### config.mk
export PLATFORM = sky130hd
export DESIGN_NAME = tcb_address_demux
export DESIGN_NICKNAME = d
export VERILOG_FILES = /design/src/logic/tcb_pkg.sv /design/src/logic/tcb_address_demux.sv
export SDC_FILE = /design/constraint.sdc
export NUM_CORES = 1
export LEC_CHECK = 0
export CORE_AREA = 5 5 42 44
export CTS_CLUSTER_SIZE = 14
export DETAILED_ROUTE_END_ITERATION = 8
export DIE_AREA = 0 0 47 49
export DONT_BUFFER_PORTS = 1
export SLEW_MARGIN = 20
export SYNTH_ARGS = -nofsm -noshare
export SYNTH_HDL_FRONTEND = slang
export SYNTH_SLANG_ARGS = --single-unit
### constraint.sdc
create_clock -name sub -period 0.97 [get_ports sub]
set_input_delay 0.194 -clock sub [delete_from_list [all_inputs] [get_ports sub]]
set_output_delay 0.194 -clock sub [all_outputs]
set_load 0.05 [all_outputs]
### src/logic/tcb_pkg.sv
// shared definitions for the tightly coupled bus subsystem
// holds the bus widths, the address map, the request and response
// structs and the opcode and target enums
// every module of the subsystem takes it with a wildcard import

package tcb_pkg;

  //////////////////////////////////////////////////
  // bus widths
  //////////////////////////////////////////////////

  // byte address, data and byte enable widths
  localparam int adr_w = 12;
  localparam int dat_w = 32;
  localparam int ben_w = 4;

  //////////////////////////////////////////////////
  // address map
  //////////////////////////////////////////////////

  // sram depth in words, occupies byte addresses 0x000 to 0x3ff
  localparam int sram_words = 256;
  // byte address bits covered by the sram
  localparam int sram_adr_w = $clog2(sram_words) + 2;

  // register block base and word offsets inside it
  localparam logic [adr_w-1:0] regs_base = 12'h800;
  localparam int reg_ofs_w = 2;
  // byte address bits covered by the register block (4 words)
  localparam int regs_adr_w = reg_ofs_w + 2;
  localparam logic [reg_ofs_w-1:0] reg_id_ofs      = 2'd0;
  localparam logic [reg_ofs_w-1:0] reg_scratch_ofs = 2'd1;
  localparam logic [reg_ofs_w-1:0] reg_count_ofs   = 2'd2;

  // identity register read back value
  localparam logic [dat_w-1:0] reg_id_value = 32'h7CB0_0001;

  //////////////////////////////////////////////////
  // types
  //////////////////////////////////////////////////

  typedef enum logic {
    op_read  = 1'b0,
    op_write = 1'b1
  } tcb_op_e;

  // address decode result
  typedef enum logic [1:0] {
    tgt_sram = 2'd0,
    tgt_regs = 2'd1,
    tgt_none = 2'd2
  } tcb_target_e;

  typedef struct packed {
    tcb_op_e          op;
    logic [adr_w-1:0] adr;
    logic [dat_w-1:0] wdt;
    logic [ben_w-1:0] ben;
  } tcb_req_t;

  typedef struct packed {
    logic [dat_w-1:0] rdt;
    logic             err;
  } tcb_rsp_t;

  // merge new write data into an old word under byte enables
  function automatic logic [dat_w-1:0] ben_merge(
    input logic [dat_w-1:0] old_dat,
    input logic [dat_w-1:0] new_dat,
    input logic [ben_w-1:0] ben
  );
    logic [dat_w-1:0] res;
    res = old_dat;
    for (int b = 0; b < ben_w; b++) begin
      if (ben[b]) res[8*b +: 8] = new_dat[8*b +: 8];
    end
    return res;
  endfunction

endpackage
### src/logic/tcb_address_demux.sv
// address demultiplexer for the subsystem
// decodes the request address against the map, steers valid to the
// sram or the register block, and absorbs unmapped requests itself
// the chosen target is kept for the response cycle so the response
// multiplexer knows whose answer to forward

`timescale 1ns/1ps

module tcb_address_demux import tcb_pkg::*; (
  input  logic        sub,
  input  logic        rst_n,
  // upstream request
  input  logic        in_vld,
  input  tcb_req_t    in_req,
  output logic        in_rdy,
  // sram target
  output logic        sram_vld,
  input  logic        sram_rdy,
  // register block target
  output logic        regs_vld,
  input  logic        regs_rdy,
  // response cycle info
  output logic        rsp_stb,
  output tcb_target_e rsp_tgt
);

  tcb_target_e tgt;
  logic        xfer;

  //////////////////////////////////////////////////
  // address decode
  //////////////////////////////////////////////////

  always_comb begin
    if (in_req.adr[adr_w-1:sram_adr_w] == '0) begin
      tgt = tgt_sram;
    end else if (in_req.adr[adr_w-1:regs_adr_w] == regs_base[adr_w-1:regs_adr_w]) begin
      tgt = tgt_regs;
    end else begin
      tgt = tgt_none;
    end
  end

  // valid goes to one target only
  assign sram_vld = in_vld && (tgt == tgt_sram);
  assign regs_vld = in_vld && (tgt == tgt_regs);

  // ready comes back from the chosen target
  always_comb begin
    unique case (tgt)
      tgt_sram: in_rdy = sram_rdy;
      tgt_regs: in_rdy = regs_rdy;
      // unmapped requests are never stalled
      default:  in_rdy = 1'b1;
    endcase
  end

  assign xfer = in_vld & in_rdy;

  //////////////////////////////////////////////////
  // response cycle tracking
  //////////////////////////////////////////////////

  // strobe and target line up with the subordinate response
  always_ff @(posedge sub) begin
    if (!rst_n) begin
      rsp_stb <= 1'b0;
      rsp_tgt <= tgt_none;
    end else begin
      rsp_stb <= xfer;
      if (xfer) begin
        rsp_tgt <= tgt;
      end
    end
  end

  a_one_target: assert property (
    @(posedge sub) disable iff (!rst_n)
    !(sram_vld && regs_vld)
  );

endmodule

* Word level (Yosys, flattened, before mapping)
Cells that the tools add are included.
W data, S select, Z words.
** Word-level totals
- Bits in registers :: 3
- Latch bits :: 0
- Memory bits (writable) :: 0
- ROM bits :: 0
- Output and inout bits :: 6
- Word-level logic and storage cells :: 12
- Memories :: 0
** Cells by class
- Add/sub/neg operators :: 0
- Multiply operators :: 0
- Divide/modulo/power cells :: 0
- Magnitude comparators :: 0
- Eq/ne operators :: 2
- Shift-type cells :: 0
- Mux-type cells :: 3
- Bitwise operators :: 1
- Reduce and logical (&&, ||, !) cells :: 4
** Operators by type and width (count)
- $eq A8 B8 Y1 const B :: 1
- $logic_not A2 Y1 :: 2
- $mux W2 :: 2
- $eq A2 B1 Y1 const B :: 1
- $logic_and A1 B1 Y1 :: 2
- $pmux W1 S2 :: 1
- $and A1 B1 Y1 :: 1

* Longest topological paths before layout
- Depth in word-level cells :: 6
- Gate-level depth with buffers :: 3
- Gate-level depth less buffers :: 3

* Worst setup path after synthesis
OpenSTA, ideal clock, no wires.
- Path type :: input -> output
- Start :: input port in_req[47] (netlist bit)
- End :: output port in_rdy
- Data arrival time :: 1.539 ns
- Required time :: 0.776 ns
- Path slack :: -0.763 ns
- Cell stages on the path :: 3
- Buffers on the path :: 0
- Cells stage by stage :: nor4b_4 and2_4 o21ai_0
** On the way
- Cells in the longest elaborated chain, start to end :: 5
** Ends and longest elaborated chain
- start: declaration :: RTL line tcb_address_demux.sv:14 : input tcb_req_t in_req,
- $eq A8 B8 Y1 :: RTL line tcb_address_demux.sv:37 : end else if (in_req.adr[adr_w-1:regs_adr_w] == regs_base[adr_w-1:regs_adr_w]) begin
- $mux W2 :: RTL line tcb_address_demux.sv:37
- $mux W2 * :: RTL line tcb_address_demux.sv:35 : if (in_req.adr[adr_w-1:sram_adr_w] == '0) begin
- $eq A2 B1 Y1 or $logic_not A2 Y1 (tied branches) :: RTL line tcb_address_demux.sv:50 : unique case (tgt)
- $pmux W1 S2 * :: RTL line tcb_address_demux.sv:50
- end: declaration :: RTL line tcb_address_demux.sv:15 : output logic in_rdy,
Every way passes the cells marked *; elsewhere a longest branch is shown, timed or not.

* Worst setup path in the final report
- Start :: input port in_req[42] (netlist bit)
- End :: output port in_rdy
** On the way
- Cells in the longest elaborated chain, start to end :: 5
** Ends and longest elaborated chain (RTL line)
- $eq A8 B8 Y1 * :: tcb_address_demux.sv:37
- $mux W2 * :: tcb_address_demux.sv:37
- $mux W2 * :: tcb_address_demux.sv:35
- $eq A2 B1 Y1 or $logic_not A2 Y1 (tied branches) :: tcb_address_demux.sv:50
- $pmux W1 S2 * :: tcb_address_demux.sv:50
Marked as above.

==> qor.csv <==
stage,metric,value,unit
pwr,leakage power,0.000149,uW
worst_setup_path,"slowest stage delay, CP",340,ps
pwr,clock power share,46.8,%
worst_setup_path,Crit path max-delay family,compound AO/OA/AOI/OAI gates,
cells_and_area,multi-input logic area,170,um2
synth,synthesized area per cell,10.6,um2
timing,Fin. Hold Viols,0,
place,IO buf count,0,
worst_setup_path,worst flop-to-flop path endpoint,rsp_tgt[0]$_SDFFE_PN0P_,
die,Die W,47,um
timing,Final Cycle Share,114,%
cts,"Reg clk slew, reported paths",40,ps
cells_and_area,# nets final,86,
timing,min cycle time layout,1110,ps
die,die area,2300,um2
cts,CTS Sinks,3,
worst_setup_path,number of buffers and inverters on the critical path,0,
drt,via count,204,
die,Rows,14,
place,HPWL Detailed,540,um
synth,Syn Inst Count,20,
min_path,min-delay src,rst_n,
timing,worst clock skew,0,ps
worst_setup_path,Slowest cell on crit path,nor4b_4,
timing,final worst-path setup slack,-140,ps
worst_setup_path,Setup crit start kind,input port,
min_path,Worst Hold Class,in -> reg,
timing,RSZ-0062 raised after global routing,true,
worst_setup_path,Worst Path Max Fanout,4,
worst_setup_path,critical path data required time,780,ps
run_status,failing checks,negative setup slack,
place,Place WS,-183,ps
timing,Hold WS,41.7,ps
global_routing,gr usage total,6.61,%
cells_and_area,n_diodes,0,
flow_run,Maximum Capacitance Violations,0,
global_routing,initial antenna violation count,0,
die,I/O pin cnt,60,
pwr,Net Switching,128,uW
pwr,Switching Share,27.7,%
cells_and_area,layout cell share with drive strength beyond 1,64.5,%
synth,post-synth net total,74,
drt,DRC Markers,0,
timing,Worst Max-Slew Pin Slew,393,ps
worst_setup_path,"critical path, cell by cell",nor4b_4 -> a32oi_2 -> o21ai_4,
cells_and_area,FF/Latch Area,62.6,um2
synth,Async SR Flop Fraction,0,%
pwr,pwr/cell area,1300,nW/um2
synth,ys flop type,dfxtp_1,
cts,Root Buffer,clkbuf_4,
drt,routed wire length,607,um
timing,Max Fclk,901,MHz
cts,CTS tree,built,
cells_and_area,"most common cell after layout, fill and taps aside",buf_4,
worst_setup_path,Crit. End Element,output pin,
timing,slew margin rel.,73.7,%
cts,CTS Buf Count,3,
global_routing,largest net degree at the start of global routing,5,
synth,Synth Register Bits,3,
drt,1st-iter DRT viols,0,
synth,Unique masters post-synth,15,
cts,H-tree Lvls,1,
global_routing,"Remaining Overflow, GRT",0,
place,DP Area,300,um2
cells_and_area,most frequent cells in the layout,"5 x buf_4, 3 x clkbuf_4, 2 x and2_4, 2 x inv_1, 2 x dfxtp_2",
global_routing,first-pass GRT wire length,1010,um
die,Initial Utilization,15.1,%
synth,number of synthesized flops with an enable pin,0,
timing,endpoints failing setup,2,
min_path,hold worst-path end,rsp_tgt[1]$_SDFFE_PN1P_,
cells_and_area,final core occ,25.4,%
worst_setup_path,RR Startpoint,rsp_tgt[0]$_SDFFE_PN0P_,
pwr,Power Internal,334,uW
timing,fin. max-slew vios,0,
drt,drt via density,4.34,
pwr,VDD IR max,0.000289,V
cells_and_area,P&R area growth vs syn,68.0,%
synth,Synth Cell Area,211,um2
worst_setup_path,Setup CP Type,in -> out,
place,GP Congestion,0.596,
drt,routed len/inst,12.9,um
worst_setup_path,crit path DAT,920,ps
place,placed insts,41,
drt,antenna-violating nets left,0,
synth,sequential area share after synthesis,28.4,%
pwr,Flop pwr share,29.6,%
pwr,logic gate share of total power,23.5,%
cts,CTS max path bufs,2,
die,chip height,49,um
cells_and_area,Post-Layout Cell Count,47,
synth,YS warnings,0,
die,Core ar.,1400,um2
cells_and_area,cell area after layout,355,um2
worst_setup_path,Reg2Reg Depth,1,
worst_setup_path,register-to-register setup slack,330,ps
min_path,worst hold stages,1,
cells_and_area,fill count,154,
run_status,status,finished with violations,
global_routing,vias in the first global route,240,
drt,Pre-Repair DR Iteration Count,1,
cts,Worst-Skew Late Latency,230,ps
registers in the layout, indices dropped and copies added, names as in the netlist:
signal,cells
rsp_stb,1
rsp_tgt,2
worst max-delay path by stage:
stage / from / end / slack [ps] / cells after the start
5_1_grt: in_req[42] / in_rdy / -190 / 3
3_3_place_gp: in_req[41] / in_rdy / -160 / 3
2_1_floorplan: in_req[46] / in_rdy / -90 / 3
4_1_cts: in_req[41] / in_rdy / -170 / 3
6_report: in_req[42] / in_rdy / -140 / 3
3_5_place_dp: in_req[41] / in_rdy / -180 / 3
cells in the mapped netlist (2+ instances only):
| library cell | n | area, um2 |
|---|---|---|
| and2_1 | 2 | 12.5 |
| o21ai_0 | 2 | 10.0 |
| dfxtp_1 | 3 | 60.1 |
| inv_1 | 2 | 7.51 |
metrics by stage:
stage	total power (uW)	setup TNS, ps
floorplan	211	-145
global placement	241	-353
detailed placement	242	-384
CTS	472	-297
global route	509	-336
finish	462	-247
metal layers:
| layer | global-route usage (%) | up-vias | routed length, um |
|---|---|---|---|
| met5 | 0 | - | 0 |
| met4 | 6.91 | 0 | 0 |
| met3 | 5.54 | 0 | 106 |
| met2 | 9.28 | 10 | 331 |
| met1 | 5.02 | 91 | 169 |
| li1 | - | 103 | - |
kinds of logic (layout without fill, tap and decap cells):
group	after synthesis	after routing	synth area share [%]
and+or+nand+nor	7	7	36.1
DFF	3	3	28.4
AOI/OAI and AO/OA	8	8	32.0
buffers and inverters	2	13	3.55
area by class of cell:
class / instances / share of cell area, %
Multi-Input combinational cell: 15 / 47.9
Timing Repair Buffer: 7 / 19.4
Sequential cell: 3 / 17.6
Clock buffer: 4 / 7.39
Tap cell: 16 / 5.63
Inverter: 2 / 2.11
power by group through the flow:
stage | sequential, uW | clock, uW | combinational (uW)
finish | 137 | 216 | 109
global route | 138 | 255 | 115
CTS | 136 | 230 | 106
detailed placement | 137 | 0 | 104
global placement | 137 | 0 | 103
floorplan | 161 | 0 | 50.3
what timing repair did:
item | 4_1_cts | 5_1_grt
cloned | 0 | 0
setup endpoints to repair | 3 | 3
buffers inserted | 0 | 2
hold buffers | 0 | 0
resized for setup | 2 | 2
pin swaps | 0 | 2
Power figures use the tool's default switching activity.
