==> src/logic/tcb_pkg.sv <==
// shared definitions for the tightly coupled bus subsystem
// holds the bus widths, the address map, the request and response
// structs and the opcode and target enums
// every module of the subsystem takes it with a wildcard import

package tcb_pkg;

  //////////////////////////////////////////////////
  // bus widths
  //////////////////////////////////////////////////

  // byte address, data and byte enable widths
  localparam int adr_w = 12;
  localparam int dat_w = 32;
  localparam int ben_w = 4;

  //////////////////////////////////////////////////
  // address map
  //////////////////////////////////////////////////

  // sram depth in words, occupies byte addresses 0x000 to 0x3ff
  localparam int sram_words = 256;
  // byte address bits covered by the sram
  localparam int sram_adr_w = $clog2(sram_words) + 2;

  // register block base and word offsets inside it
  localparam logic [adr_w-1:0] regs_base = 12'h800;
  localparam int reg_ofs_w = 2;
  // byte address bits covered by the register block (4 words)
  localparam int regs_adr_w = reg_ofs_w + 2;
  localparam logic [reg_ofs_w-1:0] reg_id_ofs      = 2'd0;
  localparam logic [reg_ofs_w-1:0] reg_scratch_ofs = 2'd1;
  localparam logic [reg_ofs_w-1:0] reg_count_ofs   = 2'd2;

  // identity register read back value
  localparam logic [dat_w-1:0] reg_id_value = 32'h7CB0_0001;

  //////////////////////////////////////////////////
  // types
  //////////////////////////////////////////////////

  typedef enum logic {
    op_read  = 1'b0,
    op_write = 1'b1
  } tcb_op_e;

  // address decode result
  typedef enum logic [1:0] {
    tgt_sram = 2'd0,
    tgt_regs = 2'd1,
    tgt_none = 2'd2
  } tcb_target_e;

  typedef struct packed {
    tcb_op_e          op;
    logic [adr_w-1:0] adr;
    logic [dat_w-1:0] wdt;
    logic [ben_w-1:0] ben;
  } tcb_req_t;

  typedef struct packed {
    logic [dat_w-1:0] rdt;
    logic             err;
  } tcb_rsp_t;

  // merge new write data into an old word under byte enables
  function automatic logic [dat_w-1:0] ben_merge(
    input logic [dat_w-1:0] old_dat,
    input logic [dat_w-1:0] new_dat,
    input logic [ben_w-1:0] ben
  );
    logic [dat_w-1:0] res;
    res = old_dat;
    for (int b = 0; b < ben_w; b++) begin
      if (ben[b]) res[8*b +: 8] = new_dat[8*b +: 8];
    end
    return res;
  endfunction

endpackage
==> src/logic/tcb_register_request.sv <==
// request path register slice
// cuts the combinational path on valid and on the request fields,
// ready stays high while the output stage is empty so no bubbles
// appear in a stream of back to back requests

`timescale 1ns/1ps

module tcb_register_request import tcb_pkg::*; (
  input  logic     sub,
  input  logic     rst_n,
  // upstream side, manager connects here
  input  logic     in_vld,
  input  tcb_req_t in_req,
  output logic     in_rdy,
  // downstream side, subordinate connects here
  output logic     out_vld,
  output tcb_req_t out_req,
  input  logic     out_rdy
);

  //////////////////////////////////////////////////
  // handshake
  //////////////////////////////////////////////////

  // accept when the output moves on or holds nothing
  assign in_rdy = out_rdy | ~out_vld;

  always_ff @(posedge sub) begin
    if (!rst_n) begin
      out_vld <= 1'b0;
    end else if (in_rdy) begin
      out_vld <= in_vld;
    end
  end

  //////////////////////////////////////////////////
  // request payload
  //////////////////////////////////////////////////

  // payload follows the same load condition as valid
  always_ff @(posedge sub) begin
    if (in_rdy) begin
      out_req <= in_req;
    end
  end

  // a stalled output must not change until it is taken
  a_out_hold: assert property (
    @(posedge sub) disable iff (!rst_n)
    (out_vld && !out_rdy) |=> (out_vld && $stable(out_req))
  );

endmodule

==> config.mk <==
export PLATFORM = sky130hd
export DESIGN_NAME = tcb_register_request
export DESIGN_NICKNAME = d
export VERILOG_FILES = /design/src/logic/tcb_pkg.sv /design/src/logic/tcb_register_request.sv
export SDC_FILE = /design/constraint.sdc
export NUM_CORES = 1
export LEC_CHECK = 0
export BUFFER_PORTS_ARGS = -buffer_cell sky130_fd_sc_hd__buf_2
export CORE_ASPECT_RATIO = 0.6
export CORE_MARGIN = 4
export CORE_UTILIZATION = 43
export DETAILED_ROUTE_END_ITERATION = 12
export PLACE_DENSITY = 0.88
export RECOVER_POWER = 100
export REMOVE_ABC_BUFFERS = 1
export SETUP_SLACK_MARGIN = 0.15
export SLEW_MARGIN = 20
export SYNTH_ARGS = -nofsm -noshare
export SYNTH_HDL_FRONTEND = slang
export SYNTH_SLANG_ARGS = --single-unit
==> constraint.sdc <==
create_clock -name sub -period 2.1 [get_ports sub]
set_input_delay 0.105 -clock sub [delete_from_list [all_inputs] [get_ports sub]]
set_output_delay 0.105 -clock sub [all_outputs]
set_load 0.01 [all_outputs]
### Word level (Yosys, flattened, before mapping)

Index checks and enable logic that the tools add are counted.

| operators by class | value |
|---|---|
| bitwise gates (word level) | 2 |

Operator list:

| kind | count |
|---|---|
| NOT 1 bit | 1 |
| bitwise OR 1 bit | 1 |

| word-level totals | value |
|---|---|
| bits in registers | 50 |
| output and inout port bits | 51 |

### Logic depth before layout (Yosys ltp)

Gate-level depths: netlist (run 1).

| depth | value |
|---|---|
| depth in word-level cells | 2 |
| mapped depth | 2 |
| gate-level depth less buffers | 2 |

### Least setup slack after synthesis (run 1)

OpenSTA, ideal clock, no wires.

| timing path | value |
|---|---|
| path type | reg-to-reg |
| from | reg out_vld |
| to | reg out_req[0] (netlist bit), enable pin |
| path slack | 960 ps |
| path buffers | 0 |
| clock period less this slack | 1140 ps |
| required time | 1726 ps |
| data arrival time | 766 ps |
| cell stages (with the launch flop) | 2 |
| cells stage by stage | dfxtp_1 nand2b_4 |

| between the ends | value |
|---|---|
| longest elaborated chain between the ends | 2 |

RTL lines:

| what | line | RTL |
|---|---|---|
| start, declared | tcb_register_request.sv:16 | `output logic out_vld,` |
| start signal, assigned | tcb_register_request.sv:32 | `out_vld <= in_vld;` |
| NOT 1 bit | tcb_register_request.sv:26 | `assign in_rdy = out_rdy \| ~out_vld;` |
| bitwise OR 1 bit | tcb_register_request.sv:26 |  |
| net in_rdy | tcb_register_request.sv:14 | `output logic in_rdy,` |
| end signal, assigned | tcb_register_request.sv:43 | `out_req <= in_req;` |
| end, declared | tcb_register_request.sv:17 | `output tcb_req_t out_req,` |

The timed path passes the listed nets, and every way through them passes these cells.
A chain may end at the register's enable or synchronous reset.

### Worst setup path after layout (run 1)

| timing path | value |
|---|---|
| from | reg out_vld |
| to | out in_rdy |

| between the ends | value |
|---|---|
| longest elaborated chain between the ends | 2 |

RTL lines:

| what | line |
|---|---|
| NOT 1 bit | tcb_register_request.sv:26 |
| bitwise OR 1 bit | tcb_register_request.sv:26 |
| end, declared | tcb_register_request.sv:14 |

No other way between the ends.

==> results of run 1 <==
==> worst max-delay path, delay by kind of cell, from the launching register on <==
kind	cells	cell delay, ns
simple gates	1	0.49
flops	1	0.34
buf+inv	1	0.22
==> cells in the final DEF, fill, tap and decap left out <==
cell           instances
clkbuf_1              59
dfxtp_1                1
a21boi_2               1
buf_2                 47
dlygate4sd3_1         49
edfxtp_1              49
nand2b_4               1
clkbuf_8               5
inv_1                  1
==> cell families (layout without fill, tap and decap cells) <==
| group | Yosys count | count (layout) | share of synthesized area (%) |
|---|---|---|---|
| AOI/OAI and AO/OA | 1 | 1 | 0.741 |
| buffers and inverters | 1 | 161 | 0.247 |
| and+or+nand+nor | 1 | 1 | 0.905 |
| DFF | 50 | 50 | 98.1 |
==> per-layer routing <==
layer  track usage (%)  vias up
met5                 0        -
met1              19.5      522
li1                  -      527
met2              35.6       85
met4              7.89        0
met3              9.17       11
==> area by class of cell <==
cell class              instances  area, um^2
clock buffers                   8        80.1
fillers                       221         731
inverters                       1        3.75
multi-input cells               2        25.0
flip-flops and latches         50        1490
well taps                      45        56.3
repair buffers                152         936
==> state kept, by name, summed over array words and instances (netlist names) <==
name	flops
out_req	49
out_vld	1
==> stage by stage <==
step           setup WS [ns]  cell area [um^2]
2_1_floorplan          0.960              1520
6_report               0.643              2590
5_1_grt                0.540              2590
3_5_place_dp           0.885              2090
3_3_place_gp           0.931              2090
4_1_cts                0.579              2660
==> power by group through the flow <==
stage	Combinational (uW)	Clock (uW)	Sequential [uW]
3_3_place_gp	166	0	1210
4_1_cts	242	527	1190
2_1_floorplan	15.8	0	1250
6_report	228	508	1190
5_1_grt	247	570	1200
3_5_place_dp	172	0	1210
==> final timing paths <==
path                  to  slack, ns  cells after the start
max               in_rdy       0.64                      2
min              out_vld       0.09                      2
max reg2reg  out_req[47]       0.88                      1
min reg2reg      out_vld       1.02                      2
==> repair_timing <==
action	CTS	global route
buffers inserted	0	0
hold buffers	49	0
endpoints found under the hold margin	49	0
==> qor.yml, run 1 <==
status: "complete, no violations"
required_ns: 2.00
grt_first_pass_wirelength_mm: 6.30
synth_flop_cell: "edfxtp_1"
nets: 265
path_cells: "nand2b_4 > clkbuf_1"
clk_pin_slew_ns: 0.08
start_util_pct: 45.7
relSlewSlack_pct: 56.7
dieArea_um2: 4580
power.leakage_uw: 0.00103
core_um2: 3320
period_minus_slack_ns: 1.46
tns_ns: 0
start_kind: "register"
die-width_um: 84.8
fmax_mhz: 686
min_path_type: "in -> reg"
top_level_ports: 104
cts_made_buffers: 5
combPwrFrac_pct: 11.8
tritoncts: "built"
netlist.area_leader.share_pct: 96.8
min_from: "rst_n"
clk_latency_ns: 0.29
swShare_pct: 20.8
cts_resized: 0
top_layer: "met4"
place.gp.congestion: 0.766
n_antenna_cell: 0
max-vdd-ir-drop_uv: 565
power_frac_seq_pct: 61.8
grt_max_degree: 52
cts.htree.levels: 2
cp_max_fo: 51
fin_util_pct: 78.0
finalCritPeriodShare_pct: 69.4
seq_area_frac_synth_pct: 98.1
wl_met1_mm: 1.48
drc: 0
cts-root-buf: "clkbuf_8"
cts.sinks: 50
placedCellCount: 201
grt_overflow: 0
wl_per_cell_um: 16.2
wl_met2_mm: 2.08
cts.path.max_buffers: 2
fin_worst_skew_ns: 0.00247
synth_async_sr_flop_share_pct: 0
synth_common_cells: "49 x edfxtp_1, 1 x a21boi_2, 1 x dfxtp_1, 1 x inv_1, 1 x nand2b_4"
total_power_uw: 1930
slew_viol_final: 0
critPathLaunch: "out_vld"
p_per_area_nw_per_um2: 744
track_usage_pct: 19.3
viasPerCell: 4.44
antenna_found_initial: 0
setup_viol: 0
syn2layout_area_growth_pct: 70.5
wl_met3_um: 527
wl_mm: 4.18
portBuffers: 103
critPathMaxStageDelay_ns: 0.49
syn_area_um2: 1520
hold_slack_ns: 0.0866
synth_area_per_cell_um2: 28.7
dieHeight_um: 54.1
finalHoldViolCount: 0
intPower_uw: 1530
p_clk_share_pct: 26.3
stdcell_count: 258
drive_gt1_share_pct: 25.4
path_class: "reg -> out"
drt_iter0_drc: 30
synth.most_common_cell: "edfxtp_1"
num_rows: 16
synth.distinct_cells: 5
synth_warnings: 0
rsz0062_at_grt: "false"
ys_ff_latch: 50
num_vias: 1145
arrival_ns: 1.35
postRouteAntennaNets: 0
worst_setup_path_end_kind: "output port"
synth_edf_count: 49
power_switching_uw: 402
grt_pass1_vias: 1267
critPathSlowestCell: "nand2b_4"
drv_cap: 0
synthCells: 53
worst_pin_slew_ns: 0.650
r2r_start: "out_vld"
first_pass_iters: 4
yosys-top-cells-area: "edfxtp_1 97%, dfxtp_1 1.3%, nand2b_4 0.91%, a21boi_2 0.74%, inv_1 0.25%"
yosysTopAreaCell: "edfxtp_1"
Power figures use the tool's default switching activity.
==> inputs of run 2 (changes only) <==
- CORE_UTILIZATION: 43 -> 36
- PLACE_DENSITY: 0.88 -> 0.79
- clock period: 2.1 -> 1.25 ns (I/O delays scaled with it)
==> run 2 against run 1 <==
- critical path depth is the same
- first-iteration DRC count grew 13%
- count of clock-buffer cells in the layout shrank 3
- via count grew 4.5%
- sequential power grew 68%
- clock power grew 80%
- largest power group unchanged
- highest routed layer unchanged
==> qor.yml, run 2 (synthesized netlist as in run 1, its figures left out) <==
clk_pin_slew_ns: 0.09  # about the same
fill_cells: 308  # +39%
largest_reg_flops: 49  # unchanged
cts_made_buffers: 5  # unchanged
dp_slack_ns: 0.316  # -0.570 ns
mostFrequentLayoutCells: "56 x clkbuf_1, 51 x dlygate4sd3_1, 50 x buf_2, 49 x edfxtp_1, 5 x clkbuf_8"
drt_iter0_drc: 34  # +13%
arrival_ns: 1.08  # -0.27 ns
status: "complete, no violations"
syn2layout_area_growth_pct: 78.3
fin_worst_skew_ns: 0.00607  # +0.00360 ns
min_from: "out_rdy"
worst_pin_slew_ns: 0.345  # -0.305 ns
viasPerCell: 4.27  # -3.8%
n_antenna_cell: 0  # unchanged
cts.sinks: 50  # unchanged
num_vias: 1196  # +4.5%
portBuffers: 103  # unchanged
start_kind: "register"
core_um2: 3870  # +16%
relSlewSlack_pct: 77.0  # +20 points
largest_registers: "out_req: 49 flops, out_vld: 1 flops"
clk_latency_ns: 0.29  # about the same
top_level_ports: 104  # unchanged
final_common_cell: "clkbuf_1"
finalHoldViolCount: 0  # unchanged
place.gp.congestion: 0.648  # -15%
setup_slack_ns: 0.144  # -0.499 ns
antenna_found_initial: 0  # unchanged
period_minus_slack_ns: 1.11
worst_setup_path_end_kind: "register"
drc: 0  # unchanged
power.leakage_uw: 0.00109  # +5.8%
r2r_start: "out_vld"
min_path_type: "in -> reg"
total_power_uw: 3330  # +72%
path_class: "reg -> reg"
regMostFlops: "out_req"
fin_area_um2: 2710  # +4.5%
drv_cap: 0  # unchanged
p_per_area_nw_per_um2: 1230  # +65%
cts.htree.levels: 2  # unchanged
tritoncts: "built"
track_usage_pct: 16.5  # -2.8 points
start_util_pct: 39.3  # -6.5 points
setup_viol: 0  # unchanged
dieArea_um2: 5360  # +17%
fmax_mhz: 904
drive_gt1_share_pct: 28.7  # +3.3 points
hold_slack_ns: 0.329  # +0.242 ns
first_pass_iters: 4  # unchanged
wl_per_cell_um: 15.9  # -2.2%
cp_max_fo: 14  # -73%
dpl-instance-area_um2: 2150  # +2.6%
num_rows: 17  # +1
rsz0062_at_grt: "false"
wl_mm: 4.44  # +6.2%
critPathLaunch: "out_vld"
tns_ns: 0  # unchanged
postRouteAntennaNets: 0  # unchanged
grt_max_degree: 24  # -54%
dieHeight_um: 58.3  # +7.9%
cts-root-buf: "clkbuf_8"
grt_overflow: 0  # unchanged
hpwl_mm: 2.51
finalCritPeriodShare_pct: 88.5
cts.path.max_buffers: 2  # unchanged
die-width_um: 91.9  # +8.4%
required_ns: 1.22  # -0.78 ns
grt_first_pass_wirelength_mm: 6.58  # +4.5%
grt_pass1_vias: 1283  # +1.3%
max-vdd-ir-drop_uv: 710  # +26%
slew_viol_final: 0  # unchanged
nets: 275  # +3.8%
==> run 2: worst paths after layout <==
check | cells past startpoint | end | slack, ns
worst max-delay path | 2 | out_req[27] | 0.14
worst min-delay path | 4 | out_req[3] | 0.33
worst min register to register | 3 | out_req[3] | 0.78
worst max register to register | 2 | out_req[27] | 0.14
==> run 2: layout make-up <==
cell class,count,area [um^2],area share [%]
sequential,50,1490,55.0
timing repair buffer,162,1030,38.0
tap,57,71.3,2.63
clock buffer,5,68.8,2.54
multi-input combinational,2,25.0,0.923
clock inverter,3,21.3,0.785
inverter,1,3.75,0.139
==> run 2: repair_timing <==
action / CTS / global route
setup endpoints to repair: 1 / 1
resized for setup: 1 / 2
hold buffers: 51 / 0
buffers inserted: 4 / 1
hold endpoints to repair: 50 / 0
gates cloned: 1 / 0
==> run 2: metrics by stage <==
stage,std cells,util [%]
after floorplan,53,-
after global placement,215,55.5
after detailed placement,215,55.5
after CTS,279,72.6
after global routing,280,70.0
final,280,70.0
==> run 2: worst max-delay path: stages, from the launching register on <==
cell,delay (ns)
dfxtp_1,0.34
nand2b_4,0.11
clkbuf_2,0.33
==> run 2: routing by layer <==
metal  wire length [um]  track usage, %  share of wire [%]  vias to the layer above
met4                 52            5.29                1.2                        0
met1               1650            18.2                 37                      569
li1                   -               -                  -                      549
met3                404            5.11                9.1                        4
met2               2330            30.9                 52                       74
met5                  0               0                  0                        -
==> run 2: power by group <==
| group | internal [uW] | switching (uW) | leakage (uW) | total, uW |
|---|---|---|---|---|
| sequential | 1970 | 35.9 | 0.000516 | 2000 |
| combinational | 222 | 187 | 0.000525 | 410 |
| clock | 394 | 520 | 0.0000458 | 915 |
==> inputs of run 3 (changes only) <==
- CORE_UTILIZATION: 36 -> 40
- PLACE_DENSITY: 0.79 -> 0.83
- clock period: 1.25 -> 1.1 ns (I/O delays scaled with it)
==> run 3 against run 2 <==
- clock power up 2%
- flip-flop and latch count did not move
- critical endpoint is now out_req[6]
- maximum frequency increased by 6.7%
- utilization is 5.2 points higher
- highest routed layer unchanged
==> qor.yml, run 3 (synthesized netlist as in run 1, its figures left out) <==
status: "complete, no violations"
antenna_found_initial: 0  # unchanged
start_kind: "register"
place.gp.congestion: 0.721  # +11%
drt_iter0_drc: 28  # -18%
portBuffers: 103  # unchanged
drc: 0  # unchanged
core_um2: 3660  # -5.5%
hpwl_mm: 2.55  # +1.4%
grt_pass1_vias: 1335  # +4.1%
relSlewSlack_pct: 86.7  # +9.6 points
grt_overflow: 0  # unchanged
syn2layout_area_growth_pct: 81.1
cts.sinks: 50  # unchanged
worst_setup_path_end_kind: "register"
nets: 277  # +0.73%
min_delay_path_depth: 4  # unchanged
track_usage_pct: 17.2  # +0.72 points
start_util_pct: 41.6  # +2.3 points
num_vias: 1176  # -1.7%
final_common_cell: "clkbuf_1"
drv_cap: 0  # unchanged
clk_pin_slew_ns: 0.08  # about the same
placedCellCount: 205  # -4.7%
wl_per_cell_um: 16.0  # +0.85%
min_path_type: "in -> reg"
max-vdd-ir-drop_uv: 1070  # +51%
rr_worst_depth: 3  # +1
fin_util_pct: 75.2  # +5.2 points
cts.path.max_buffers: 2  # unchanged
dieArea_um2: 4880  # -8.9%
wl_mm: 4.32  # -2.7%
power.leakage_uw: 0.00113  # +3.6%
fin_worst_skew_ns: 0.00518  # -0.000893 ns
largest_registers: "out_req: 49 flops, out_vld: 1 flops"
dieHeight_um: 55.8  # -4.4%
first_pass_iters: 4  # unchanged
worst_pin_slew_ns: 0.198  # -0.146 ns
setup_viol: 0  # unchanged
total_power_uw: 3700  # +11%
die-width_um: 87.6  # -4.7%
num_rows: 17  # unchanged
cts-root-buf: "clkbuf_8"
grt_first_pass_wirelength_mm: 6.24  # -5.2%
arrival_ns: 1.04  # -0.04 ns
mostFrequentLayoutCells: "52 x clkbuf_1, 51 x buf_2, 51 x dlygate4sd3_1, 49 x edfxtp_1, 5 x clkbuf_8"
postRouteAntennaNets: 0  # unchanged
cp_max_fo: 6  # -8
grt_max_degree: 28  # +17%
drive_gt1_share_pct: 30.5  # +1.8 points
finalCritPeriodShare_pct: 94.2  # +5.7 points
stdcell_count: 270  # -3.6%
critPathSlowestCell: "dfxtp_2"
n_antenna_cell: 0  # unchanged
cts_made_buffers: 5  # unchanged
regMostFlops: "out_req"
rsz0062_at_grt: "true"
clk_latency_ns: 0.29  # about the same
finalHoldViolCount: 0  # unchanged
largest_reg_flops: 49  # unchanged
viasPerCell: 4.36  # +2.0%
period_minus_slack_ns: 1.04  # -0.0696 ns
cts.htree.levels: 2  # unchanged
p_per_area_nw_per_um2: 1340  # +9.4%
tns_ns: 0  # unchanged
path_cells: "nand2b_4 > buf_4 > buf_2"
slew_viol_final: 0  # unchanged
top_level_ports: 104  # unchanged
required_ns: 1.10  # -0.12 ns
critPathMaxStageDelay_ns: 0.34  # about the same
fmax_mhz: 965  # +6.7%
path_class: "reg -> reg"
tritoncts: "built"
==> run 3: cell type report <==
type | count | area [um^2]
Clock buffer | 5 | 68.8
Timing Repair Buffer | 164 | 1100
Tap cell | 47 | 58.8
Fill cell | 250 | 906
Inverter | 1 | 3.75
Clock inverter | 1 | 3.75
Sequential cell | 50 | 1490
Multi-Input combinational cell | 2 | 21.3
==> run 3: through the flow <==
stage	instance area, um^2	setup slack (ns)	hold WS [ns]
after global routing	2750	0.0179	0.384
after detailed placement	2130	0.172	0.234
after floorplan	1520	-0.0396	0.154
after CTS	2770	0.0597	0.327
final	2750	0.0639	0.382
after global placement	2130	0.201	0.231
==> run 3: power breakdown <==
group | total [uW] | switching (uW) | internal [uW] | leakage, uW
logic | 491 | 214 | 277 | 0.000573
clock network | 932 | 517 | 415 | 0.0000375
registers | 2270 | 39.4 | 2230 | 0.000516
total | 3700 | 771 | 2930 | 0.00113
==> run 3: worst paths after layout <==
kind | startpoint | to | slack (ns)
worst min register to register | out_vld | out_req[20] | 0.83
worst min-delay path | out_rdy | out_req[20] | 0.38
worst max register to register | out_vld | out_req[6] | 0.06
worst max-delay path | out_vld | out_req[6] | 0.06
==> run 3: routing by layer <==
| layer | global-route usage [%] | wire [um] | part of all wire (%) |
|---|---|---|---|
| met1 | 17.8 | 1580 | 37 |
| met4 | 4.81 | 23 | 0.53 |
| met3 | 8.73 | 565 | 13 |
| met5 | 0 | 0 | 0 |
| met2 | 30.4 | 2150 | 50 |
==> run 3: timing repair <==
| item | in CTS | in global routing |
|---|---|---|
| hold buffers | 51 | 0 |
| setup endpoints to repair | 1 | 52 |
| hold endpoints to repair | 50 | 0 |
| gates cloned | 1 | 2 |
| pin swaps | 0 | 1 |
| gates resized for setup | 2 | 2 |
| buffers inserted | 2 | 3 |
==> run 3: worst max-delay path: cells and delay by family, from the launching register on <==
family	cells	cell delay (ns)
buf+inv	2	0.32
simple gates	1	0.10
flops	1	0.34
