<file path="src/logic/tcb_pkg.sv">
// shared definitions for the tightly coupled bus subsystem
// holds the bus widths, the address map, the request and response
// structs and the opcode and target enums
// every module of the subsystem takes it with a wildcard import

package tcb_pkg;

  //////////////////////////////////////////////////
  // bus widths
  //////////////////////////////////////////////////

  // byte address, data and byte enable widths
  localparam int adr_w = 12;
  localparam int dat_w = 32;
  localparam int ben_w = 4;

  //////////////////////////////////////////////////
  // address map
  //////////////////////////////////////////////////

  // sram depth in words, occupies byte addresses 0x000 to 0x3ff
  localparam int sram_words = 256;
  // byte address bits covered by the sram
  localparam int sram_adr_w = $clog2(sram_words) + 2;

  // register block base and word offsets inside it
  localparam logic [adr_w-1:0] regs_base = 12'h800;
  localparam int reg_ofs_w = 2;
  // byte address bits covered by the register block (4 words)
  localparam int regs_adr_w = reg_ofs_w + 2;
  localparam logic [reg_ofs_w-1:0] reg_id_ofs      = 2'd0;
  localparam logic [reg_ofs_w-1:0] reg_scratch_ofs = 2'd1;
  localparam logic [reg_ofs_w-1:0] reg_count_ofs   = 2'd2;

  // identity register read back value
  localparam logic [dat_w-1:0] reg_id_value = 32'h7CB0_0001;

  //////////////////////////////////////////////////
  // types
  //////////////////////////////////////////////////

  typedef enum logic {
    op_read  = 1'b0,
    op_write = 1'b1
  } tcb_op_e;

  // address decode result
  typedef enum logic [1:0] {
    tgt_sram = 2'd0,
    tgt_regs = 2'd1,
    tgt_none = 2'd2
  } tcb_target_e;

  typedef struct packed {
    tcb_op_e          op;
    logic [adr_w-1:0] adr;
    logic [dat_w-1:0] wdt;
    logic [ben_w-1:0] ben;
  } tcb_req_t;

  typedef struct packed {
    logic [dat_w-1:0] rdt;
    logic             err;
  } tcb_rsp_t;

  // merge new write data into an old word under byte enables
  function automatic logic [dat_w-1:0] ben_merge(
    input logic [dat_w-1:0] old_dat,
    input logic [dat_w-1:0] new_dat,
    input logic [ben_w-1:0] ben
  );
    logic [dat_w-1:0] res;
    res = old_dat;
    for (int b = 0; b < ben_w; b++) begin
      if (ben[b]) res[8*b +: 8] = new_dat[8*b +: 8];
    end
    return res;
  endfunction

endpackage
</file>
<file path="src/logic/tcb_response_mux.sv">
// response multiplexer
// forwards the response of the target that took the request and
// answers unmapped requests with an error and zero read data
// purely combinational, the strobe becomes the response valid

`timescale 1ns/1ps

module tcb_response_mux import tcb_pkg::*; (
  input  logic        rsp_stb,
  input  tcb_target_e rsp_tgt,
  input  tcb_rsp_t    sram_rsp,
  input  tcb_rsp_t    regs_rsp,
  output logic        rsp_vld,
  output tcb_rsp_t    rsp
);

  //////////////////////////////////////////////////
  // response select
  //////////////////////////////////////////////////

  // one response per transfer, no back-pressure
  assign rsp_vld = rsp_stb;

  always_comb begin
    unique case (rsp_tgt)
      tgt_sram: rsp = sram_rsp;
      tgt_regs: rsp = regs_rsp;
      default: begin
        // decode miss
        rsp.rdt = '0;
        rsp.err = 1'b1;
      end
    endcase
  end

endmodule

</file>
<file path="config.mk">
export PLATFORM = sky130hd
export DESIGN_NAME = tcb_response_mux
export DESIGN_NICKNAME = d
export VERILOG_FILES = /design/src/logic/tcb_pkg.sv /design/src/logic/tcb_response_mux.sv
export SDC_FILE = /design/constraint.sdc
export NUM_CORES = 1
export LEC_CHECK = 0
export BUFFER_PORTS_ARGS = -buffer_cell sky130_fd_sc_hd__buf_2
export CAP_MARGIN = 20
export CORE_MARGIN = 3
export CORE_UTILIZATION = 25
export DETAILED_ROUTE_END_ITERATION = 12
export GPL_TIMING_DRIVEN = 0
export PLACE_DENSITY = 0.86
export REMOVE_ABC_BUFFERS = 1
export SLEW_MARGIN = 10
export SYNTH_ARGS = -nofsm -noshare
export SYNTH_HDL_FRONTEND = slang
export SYNTH_SLANG_ARGS = --single-unit
</file>
<file path="constraint.sdc">
create_clock -name vclk -period 1.8
set_input_delay 0.54 -clock vclk [all_inputs]
set_output_delay 0.54 -clock vclk [all_outputs]
set_load 0.01 [all_outputs]
</file>
# Yosys cells after proc, flatten, opt, wreduce, memory -nomap -nowiden
# Cells that the tools add are included.
totals:
  reg_bits: 0
  latchBits: 0
  ramBits: 0
  mem_bits_ro: 0
  inputBits: 69
  output_inout_bits: 34
  wordCells: 3
  mem_count: 0
classes:
  add_sub_neg: 0
  mul: 0
  n_div: 0
  order_cmp: 0
  n_eq_ne: 1
  n_shift: 0
  n_mux: 1
  n_bitwise: 0
  reduce_logical: 1
op_table:
  columns: ["cell", "n"]
  rows:
  - ["$pmux 33 s2", 1]
  - ["$eq 2x1->1 const B", 1]
  - ["$logic_not 2->1", 1]

# Longest topological paths before layout
# Gate-level depths: netlist of run 1.
logic_depth:
  depth_word: 2
  ltp_mapped: 4
  ltp_nobuf: 2

# Worst setup path after synthesis of run 1
# No wires, ideal clock.
synth_path:
  kind: "input port to output port"
  start: "in rsp_tgt[0]"
  end: "out rsp[0] in the netlist's numbering"
  t_arrival_ns: 1.094
  required_ns: 1.260
  slack_ns: 0.166
  path_stages: 3
  n_path_buf: 2
  cell_sequence: "buf_6 buf_12 a211o_1"
synth_lines:
  columns: ["element", "line", "source"]
  rows:
  - ["start, declared", "tcb_response_mux.sv:10", "input tcb_target_e rsp_tgt,"]
  - ["end, declared", "tcb_response_mux.sv:14", "output tcb_rsp_t rsp"]

==> impl.org, run 1 <==
** Placed design
- Input and output buffers added on the ports amount to 101.
- Number of placed instances with taps included :: 194
- Once detailed placement completed, the half-perimeter wirelength came to 1690 um.
- At the end of routability-driven placement, the weighted congestion stood at 0.685.
- Total cell area at the placement stage :: 995 um2

** Detailed routing
- Dividing the detail-routed wire length by the instance count gives 10.9 um.
- Number of optimization iterations in the first detailed-route pass :: 2
- In the routed layout, each cell is associated on average with a via count of 4.42.
- Summed over all layers, the routed wires come to 2120 um.
- Number of antenna-violating nets in the routed design :: 0
- After the first detailed-routing iteration, the DRC count stood at 1.
- The routed layout has 861 vias.
- In the routed design, unresolved DRC markers number 0.

** Die
- Placement row count :: 16
- Die Span X :: 53.0 um
- The die is 53.0 um tall.
- Core ar. :: 0.00202 mm2
- Total Die Area :: 0.00281 mm2
- Number of top-level design ports :: 103
- Starting Density :: 27.4%

** Layout
- Design area :: 0.00104 mm2
- Compared with the post-synthesis result, the final layout area differs by 88.9%.
- Number of antenna repair diodes :: 0
- The filler cells instantiated in the layout total 206.
- Layout Cells excl Fill :: 195
- Summing all flip-flop and latch instances after layout gives 0 um2.
- Total of clock buffers placed in the layout :: 0
- Num sequential :: 0
- At the end of the flow, the number of nets in the layout was 239.
- The post-route netlist has 60.7% of its cells at a drive strength greater than 1.
- Final standard cell utilization of the core :: 51.7%
- The multi-input combinational cells in the finished layout cover a total of 455 um2.

** Synthesis
- Largest cells by area after synthesis :: mux2i_1 58%, nor2_1 22%, buf_12 11%
- During synthesis, Yosys emitted a total of 0 warnings.
- Synthesis handed over a netlist of 75 instances.
- After synthesis, flip-flops and latches occupy 0% of the total area.
- Cell area after synthesis :: 553 um2
- Synth top area share :: 57.9%
- A synthesized cell averages 7.37 um2.
- Cell accounting for the most synthesized area :: mux2i_1
- The number of different library cells used by synthesis comes to 9.
- Commonest cells in the synthesized netlist :: 32 x mux2i_1, 32 x nor2_1, 3 x buf_12, 3 x buf_2

** Setup path
- Arrival time at the worst endpoint :: 1.14 ns
- Maximum fanout encountered on the critical timing path :: 33
- Startpoint type of the worst setup path :: input port
- Required time reported for the critical path endpoint :: 1.26 ns
- Worst Setup End Kind :: output pin
- Setup CP Type :: input port to output pin

** STA
- Relative max-transition margin :: 79.6%
- The routed design could run at a clock period as short as 1.68 ns.
- The max-slew violation count was 0.
- Adding up every negative setup slack in the final design gives 0 ns.
- Setup violations remaining at the end of the flow were counted as 0.
- Final hold viol count :: 0
- Setup repair after global routing left no endpoint under its margin.
- Transition time at the pin with the least slew margin :: 0.307 ns
- Achievable frequency :: 596 MHz
- Period utilisation layout :: 93.3%
- Final hold analysis gives a worst-case slack of 1.08 ns.

** Global routing
- For this run the aggregate overflow at the end of global routing stands at 0.
- Largest net degree at the start of global routing :: 35
- Total routing resource utilization after global routing :: 12.2%
- The first global-routing pass estimated 2790 um of wire.
- Antenna violations before repair :: 0
- Via count of the first global-routing pass :: 775

** Hold path
- Min-Delay Path Class :: input port to output pin
- For hold timing, the worst endpoint is rsp_vld.
- Counting instances, the worst hold path has a depth of 0.
- Critical hold path startpoint :: rsp_stb

** Pwr
- IR analysis of the VDD net gives a maximum drop of 0.138 mV.
- The analysis attributes to cell leakage a power of 0.703 nW.
- Power spread over the standard cell area amounts to 239 mW/mm2.

** Clock network
- Hold buffers post-CTS :: 0
- Post-CTS setup-driven buffer insertion count :: 0

** Outcome
- The flow ran to the end, and the final reports show no timing, DRC or antenna violations.

** Run
- Max-cap violations :: 0
==> timing repair <==
item                       in CTS  in global routing
gates cloned                    0                  1
gates resized for setup         5                  1
setup endpoints to repair      33                  2
==> routing by layer <==
layer | vias up | routed length (um) | global-route usage [%]
li1 | 441 | - | -
met1 | 357 | 817 | 13.8
met2 | 63 | 1010 | 24.8
met3 | 0 | 289 | 1.69
met4 | 0 | 0 | 0
met5 | - | 0 | 0
==> how the worst max path moves through the flow <==
stage | cells past startpoint | startpoint | slack (ns) | end
3_3_place_gp | 4 | rsp_tgt[0] | -0.50 | rsp[0]
3_5_place_dp | 4 | rsp_tgt[0] | -0.51 | rsp[0]
4_1_cts | 4 | rsp_tgt[0] | 0.03 | rsp[0]
5_1_grt | 3 | rsp_tgt[1] | 0.08 | rsp[0]
6_report | 3 | rsp_tgt[1] | 0.12 | rsp[0]
2_1_floorplan | 2 | sram_rsp[0] | 0.32 | rsp[0]
==> cell type report <==
type | instances | share of cell area (%)
Multi-Input combinational cell | 66 | 43.6
Timing Repair Buffer | 102 | 53.2
Tap cell | 27 | 3.23
==> layout by cell type (no fill, tap or decap) <==
cell type	n
a211o_1	1
buf_16	1
buf_2	99
buf_4	1
clkbuf_16	1
mux2i_1	32
nor2_1	32
nor2b_1	1
==> where the power goes <==
group          switching (mW)  internal [mW]  total (mW)
sequential                  0              0           0
combinational           0.112          0.137       0.250
clock                       0              0           0
total                   0.112          0.137       0.250
==> critical path: stages <==
cell and delay (ns):
buf_4 0.21, a211o_1 0.24, buf_2 0.14
==> cell families (layout without fill, tap and decap cells) <==
| kind of cell | count (synthesis) | after routing | share of synthesized area (%) |
|---|---|---|---|
| AND/OR/NAND/NOR | 33 | 33 | 22.9 |
| multiplexers | 32 | 32 | 57.9 |
| AO/OA/AOI/OAI | 1 | 1 | 1.58 |
| buffers and inverters | 9 | 102 | 17.6 |
==> metrics by stage <==
stage | power [mW] | setup WS, ns
2_1_floorplan | 0.0953 | 0.317
3_3_place_gp | 0.235 | -0.505
3_5_place_dp | 0.241 | -0.510
4_1_cts | 0.245 | 0.0283
5_1_grt | 0.276 | 0.0767
6_report | 0.250 | 0.121
Note: power is estimated with default switching activity, not from simulation.
==> inputs of run 2 (changes only) <==
--- a/config.mk
+++ b/config.mk
@@ -7,7 +7,7 @@
 export LEC_CHECK = 0
 export BUFFER_PORTS_ARGS = -buffer_cell sky130_fd_sc_hd__buf_2
 export CAP_MARGIN = 20
-export CORE_MARGIN = 3
+export CORE_MARGIN = 2
 export CORE_UTILIZATION = 25
 export DETAILED_ROUTE_END_ITERATION = 12
 export GPL_TIMING_DRIVEN = 0
==> run 2 against run 1 <==
- sequential share of layout area is the same
- first-iteration DRC count grew to 4.0 times the previous value
- cell count unchanged
- critical path type unchanged
- critical endpoint unchanged
- largest cell class unchanged
==> impl.org, run 2 (synthesized netlist as in run 1, its figures left out) <==
** Outcome
- Status :: completed

** Layout
- After the last flow step, the layout net total stands at 238.
- For this run, the share of the core covered by cells in the final layout is 47.5%.
- In the layout the commonest cells are 99 x buf_2, 32 x mux2i_1, 32 x nor2_1.
- Layout cell share with drive strength beyond 1 :: 60.5%
- Layout Cells excl Fill :: 195
- Total of clock buffers placed in the layout :: 0
- Most common cell after layout, fill and taps aside :: buf_2
- Num sequential :: 0
- Number of antenna repair diodes :: 0
- From synthesis to final layout, the design area changed by 84.6%.
- Registers take 0 um2.
- Fillers :: 233

** STA
- Period utilisation layout :: 97.6%
- Fin crit period :: 1.76 ns
- The final-report hold violation count is 0.
- Setup repair after global routing missed its margin :: no
- Transition time at the pin with the least slew margin :: 0.317 ns
- Achievable frequency :: 569 MHz
- The max-slew violation count was 0.
- Final setup violation count :: 0
- Relative max-transition margin :: 78.9%

** Pwr
- For this design the static power due to leakage is 0.691 nW.
- Pwr Total :: 242 uW
- Peak VDD IR :: 0.108 mV
- Power Density :: 237 mW/mm2

** Setup path
- Number of buffer and inverter stages on the critical path :: 2
- Setup CP Type :: input port to output pin
- Launch point of the worst path :: rsp_tgt[0]
- Required time reported for the critical path endpoint :: 1.26 ns
- Family with the most delay on the worst path :: buffers and inverters
- Maximum fanout encountered on the critical timing path :: 34
- The worst setup path is captured at an output pin.
- Startpoint type of the worst setup path :: input port
- For the worst setup path, the data arrival time is 1.22 ns.
- Stage delay of the slowest cell on the critical path :: 0.26 ns
- Cell-by-cell listing of the critical path :: buf_16, nor2b_1, a211o_1, buf_2
- Critical Path Slowest Stage Cell :: a211o_1

** Clock network
- After clock tree synthesis, the repair step resized 5 gates.
- Hold buffers post-CTS :: 0
- Post-CTS timing repair inserted 0 buffers for setup.

** Placed design
- Routability-driven placement finished with a final weighted congestion of 0.685.
- Detailed placement ended at an HPWL of 1460 um.
- Number of placed instances with taps included :: 195
- IO Port Bufs :: 101

** Global routing
- Via count of the first global-routing pass :: 651
- Grt total ovfl :: 0
- Largest net degree at the start of global routing :: 35
- First-pass GRT wire length :: 2520 um
- Antenna violations before repair :: 0
- Total routing resource utilization after global routing :: 11.4%

** Detailed routing
- Met3 wire length :: 233 um
- Detailed-route via count :: 854
- Number of antenna-violating nets in the routed design :: 0
- Overall routed net length :: 1840 um
- For this block, wires on met1 add up to 709 um.
- Dividing the detail-routed via count by the number of cells gives 4.38.
- Dividing the detail-routed wire length by the instance count gives 9.42 um.
- For this run, the detailed router's first-pass iteration total came to 4.
- Top layer in use :: met3
- In this run, the number of DRC markers left after iteration 0 of detailed routing was 4.
- Wire segments on met2 add up to 894 um in the final route.
- For this run, design rule violations remaining after detail routing come to 0.

** Die
- Starting Density :: 25.7%
- In this run the horizontal extent of the chip is 51.0 um.
- DIE HEIGHT :: 51.0 um
- Placement row count :: 17
- Number of top-level design ports :: 103
- Total Die Area :: 0.00260 mm2
- After floorplanning, the core was sized to cover 0.00215 mm2.

** Hold path
- Number of cells on the worst hold path :: 0
- Min-Delay Path Class :: input port to output pin
- The path with the worst hold slack has its endpoint at rsp_vld.
- The worst hold path begins at rsp_stb.

** Run
- Max-cap violations :: 0
## run 2: cell count changes in the layout (fill, tap and decap cells not counted)
| cell | change |
|---|---|
| clkbuf_16 | -1 |
## run 2: metal layers
metal / global-route usage [%] / vias up
met5: 0 / -
met4: 0 / 0
met3: 1.75 / 0
met2: 24.5 / 56
met1: 11.8 / 360
li1: - / 438
## run 2: power breakdown
group | leakage (nW) | internal [mW] | total [mW] | switching [mW]
sequential | 0 | 0 | 0 | 0
clock | 0 | 0 | 0 | 0
combinational | 0.691 | 0.132 | 0.242 | 0.110
total | 0.691 | 0.132 | 0.242 | 0.110
## run 2: worst max-delay path by stage
stage,slack (ns),depth (start not counted),endpoint
2_1_floorplan,0.32,2,rsp[0]
3_3_place_gp,-0.52,4,rsp[0]
3_5_place_dp,-0.54,4,rsp[0]
4_1_cts,0.02,4,rsp[0]
5_1_grt,0.01,4,rsp[0]
6_report,0.04,4,rsp[0]
## run 2: layout make-up
cell class	instances	area [um2]	share of cell area, %
Timing Repair Buffer	101	531	52.0
Tap cell	28	35.0	3.43
Multi-Input combinational cell	66	455	44.6
## run 2: through the flow
stage	TNS [ns]	worst slack, ns	area, um2	hold slack, ns
after floorplan	0	0.317	455	1.08
after global placement	-15.25	-0.518	996	1.08
after detailed placement	-15.88	-0.541	996	1.08
after CTS	0	0.0195	1010	1.08
after global routing	0	0.0106	1020	1.08
final	0	0.0437	1020	1.08
==> inputs of run 3 (changes only) <==
--- a/config.mk
+++ b/config.mk
@@ -8,10 +8,10 @@
 export BUFFER_PORTS_ARGS = -buffer_cell sky130_fd_sc_hd__buf_2
 export CAP_MARGIN = 20
 export CORE_MARGIN = 2
-export CORE_UTILIZATION = 25
+export CORE_UTILIZATION = 30
 export DETAILED_ROUTE_END_ITERATION = 12
 export GPL_TIMING_DRIVEN = 0
-export PLACE_DENSITY = 0.86
+export PLACE_DENSITY = 0.95
 export REMOVE_ABC_BUFFERS = 1
 export SLEW_MARGIN = 10
 export SYNTH_ARGS = -nofsm -noshare
==> run 3 against run 2 <==
- global-route usage rose by 1.9 points
- via count rose by 0.12%
- non-clock buffer count rose by 1
- first-iteration DRC count did not move
- die area fell by 15%
- critical endpoint unchanged
- worst hold slack did not move
- cell count fell by 1.0%
==> impl.org, run 3 (synthesized netlist as in run 1, its figures left out) <==
** Setup path
- Worst Setup End Kind :: output pin
- Number of buffer and inverter stages on the critical path :: 2
- Walking the worst path, the cells encountered are buf_4, a211o_1, buf_2.
- Critical Path Slowest Stage Cell :: a211o_1
- The worst setup path is of the input port to output pin kind.
- Of all nets on the critical path, the largest fanout is 33.
- Family with the most delay on the worst path :: buffers and inverters
- Data on the critical path is required at its endpoint by 1.26 ns.
- Stage delay of the slowest cell on the critical path :: 0.25 ns
- At the worst endpoint, the arrival time is 1.15 ns.
- STA classifies the critical path startpoint as an input port.

** Layout
- Total of clock buffers placed in the layout :: 0
- The final layout contains a sequential cell count of 0.
- Layout overhead on the synthesized area :: 88.5%
- The number of antenna diodes in the final layout is 0.
- In the layout the commonest cells are 99 x buf_2, 32 x mux2i_1, 32 x nor2_1.
- Excluding fillers, the count of instances in the completed layout stands at 193.
- The sequential cells in the finished layout cover a total of 0 um2.
- Fillers :: 158
- Leaving out fill and tap cells, the most frequent cell in the layout is buf_2.
- The final layout contains 239 nets.
- Layout cell share with drive strength beyond 1 :: 60.7%

** Detailed routing
- Number of antenna-violating nets in the routed design :: 0
- After detailed routing, the total wire length is 1960 um.
- WL/cell :: 10.2 um
- Via-to-Cell Ratio :: 4.43
- The first TritonRoute pass finished after 4 iterations.
- After the first detailed-routing iteration, the DRC count stood at 4.
- In the routed design, unresolved DRC markers number 0.
- Detailed-route via count :: 855

** Clock network
- The number of setup buffers added after CTS is 0.
- The number of hold buffers added after CTS was 0.

** Global routing
- Total routing resource utilization after global routing :: 13.2%
- Global routing finished with a remaining overflow of 0.
- Via count of the first global-routing pass :: 630
- Antenna violations before repair :: 0
- First-pass GRT wire length :: 2270 um
- Largest net degree at the start of global routing :: 35

** Placed design
- At the end of routability-driven placement, the weighted congestion stood at 0.686.
- Number of placed instances with taps included :: 192
- IO Port Bufs :: 101
- The wire-length estimate of the detail-placed layout is 1490 um.
- Pre-CTS setup slack :: -0.508 ns

** STA
- In this run the tightest slew margin relative to its limit is 79.4%.
- Subtracting the final worst setup slack from the clock period gives 1.69 ns.
- Final setup violation count :: 0
- Dividing the final minimum period by the clock period gives 93.8%.
- Setup repair after global routing left no endpoint under its margin.
- The max-slew violation count came to 0.
- Achievable frequency :: 592 MHz
- For the pin with the worst max-slew slack, the measured transition is 0.309 ns.
- Across all setup checks in the final design, the least slack found is 0.111 ns.
- The final-report hold violation count came to 0.

** Die
- Die Span X :: 46.9 um
- The total area inside the core boundary comes to 0.00173 mm2.
- 103 I/O pins were placed.
- The die covers 0.00220 mm2.
- The die is 46.9 um tall.
- Starting Density :: 32.0%
- After floorplanning, the core was divided into 15 placement rows.

** Hold path
- In this run the worst hold path is classified as input port to output pin.

** Run
- Max-cap violations :: 0

** Pwr
- The analysis attributes to cell leakage a power of 0.703 nW.
- For this design the ratio of total power to cell area is 240 mW/mm2.
- Peak VDD IR :: 0.152 mV

** Outcome
- Status :: completed
run 3: per-layer routing:
layer	share of wire, %	GRT usage (%)	vias to the layer above
li1	-	-	439
met3	12	0.769	0
met4	0	0	0
met5	0	0	-
met2	49	27.7	58
met1	39	15.2	358
run 3: through the flow:
| stage | total power [mW] | setup TNS [ns] | cell area, um2 | utilization (%) | hold slack, ns |
|---|---|---|---|---|---|
| final | 0.250 | 0 | 1040 | 60.4 | 1.08 |
| after global placement | 0.234 | -14.86 | 992 | 57.5 | 1.08 |
| after global routing | 0.275 | 0 | 1040 | 60.4 | 1.08 |
| after CTS | 0.244 | 0 | 1010 | 58.5 | 1.08 |
| after detailed placement | 0.240 | -15.21 | 992 | 57.5 | 1.08 |
| after floorplan | 0.0953 | 0 | 455 | - | 1.08 |
run 3: cell type report:
class	instances	area (um2)	area share, %
Tap cell	25	31.3	3.00
Timing Repair Buffer	102	556	53.3
Multi-Input combinational cell	66	455	43.7
run 3: timing repair:
| item | CTS | global route |
|---|---|---|
| pin swaps | 0 | 0 |
| setup endpoints to repair | 33 | 1 |
| gates resized for setup | 5 | 1 |
| gates cloned | 0 | 1 |
run 3: path summary, 6_finish.rpt:
kind	from	end	slack (ns)	cells after the start
min	rsp_stb	rsp_vld	1.08	0
max	rsp_tgt[1]	rsp[0]	0.11	3
run 3: power breakdown:
group / internal [mW] / leakage, nW / switching [mW] / total, mW
combinational: 0.137 / 0.703 / 0.112 / 0.250
sequential: 0 / 0 / 0 / 0
clock: 0 / 0 / 0 / 0
total: 0.137 / 0.703 / 0.112 / 0.250
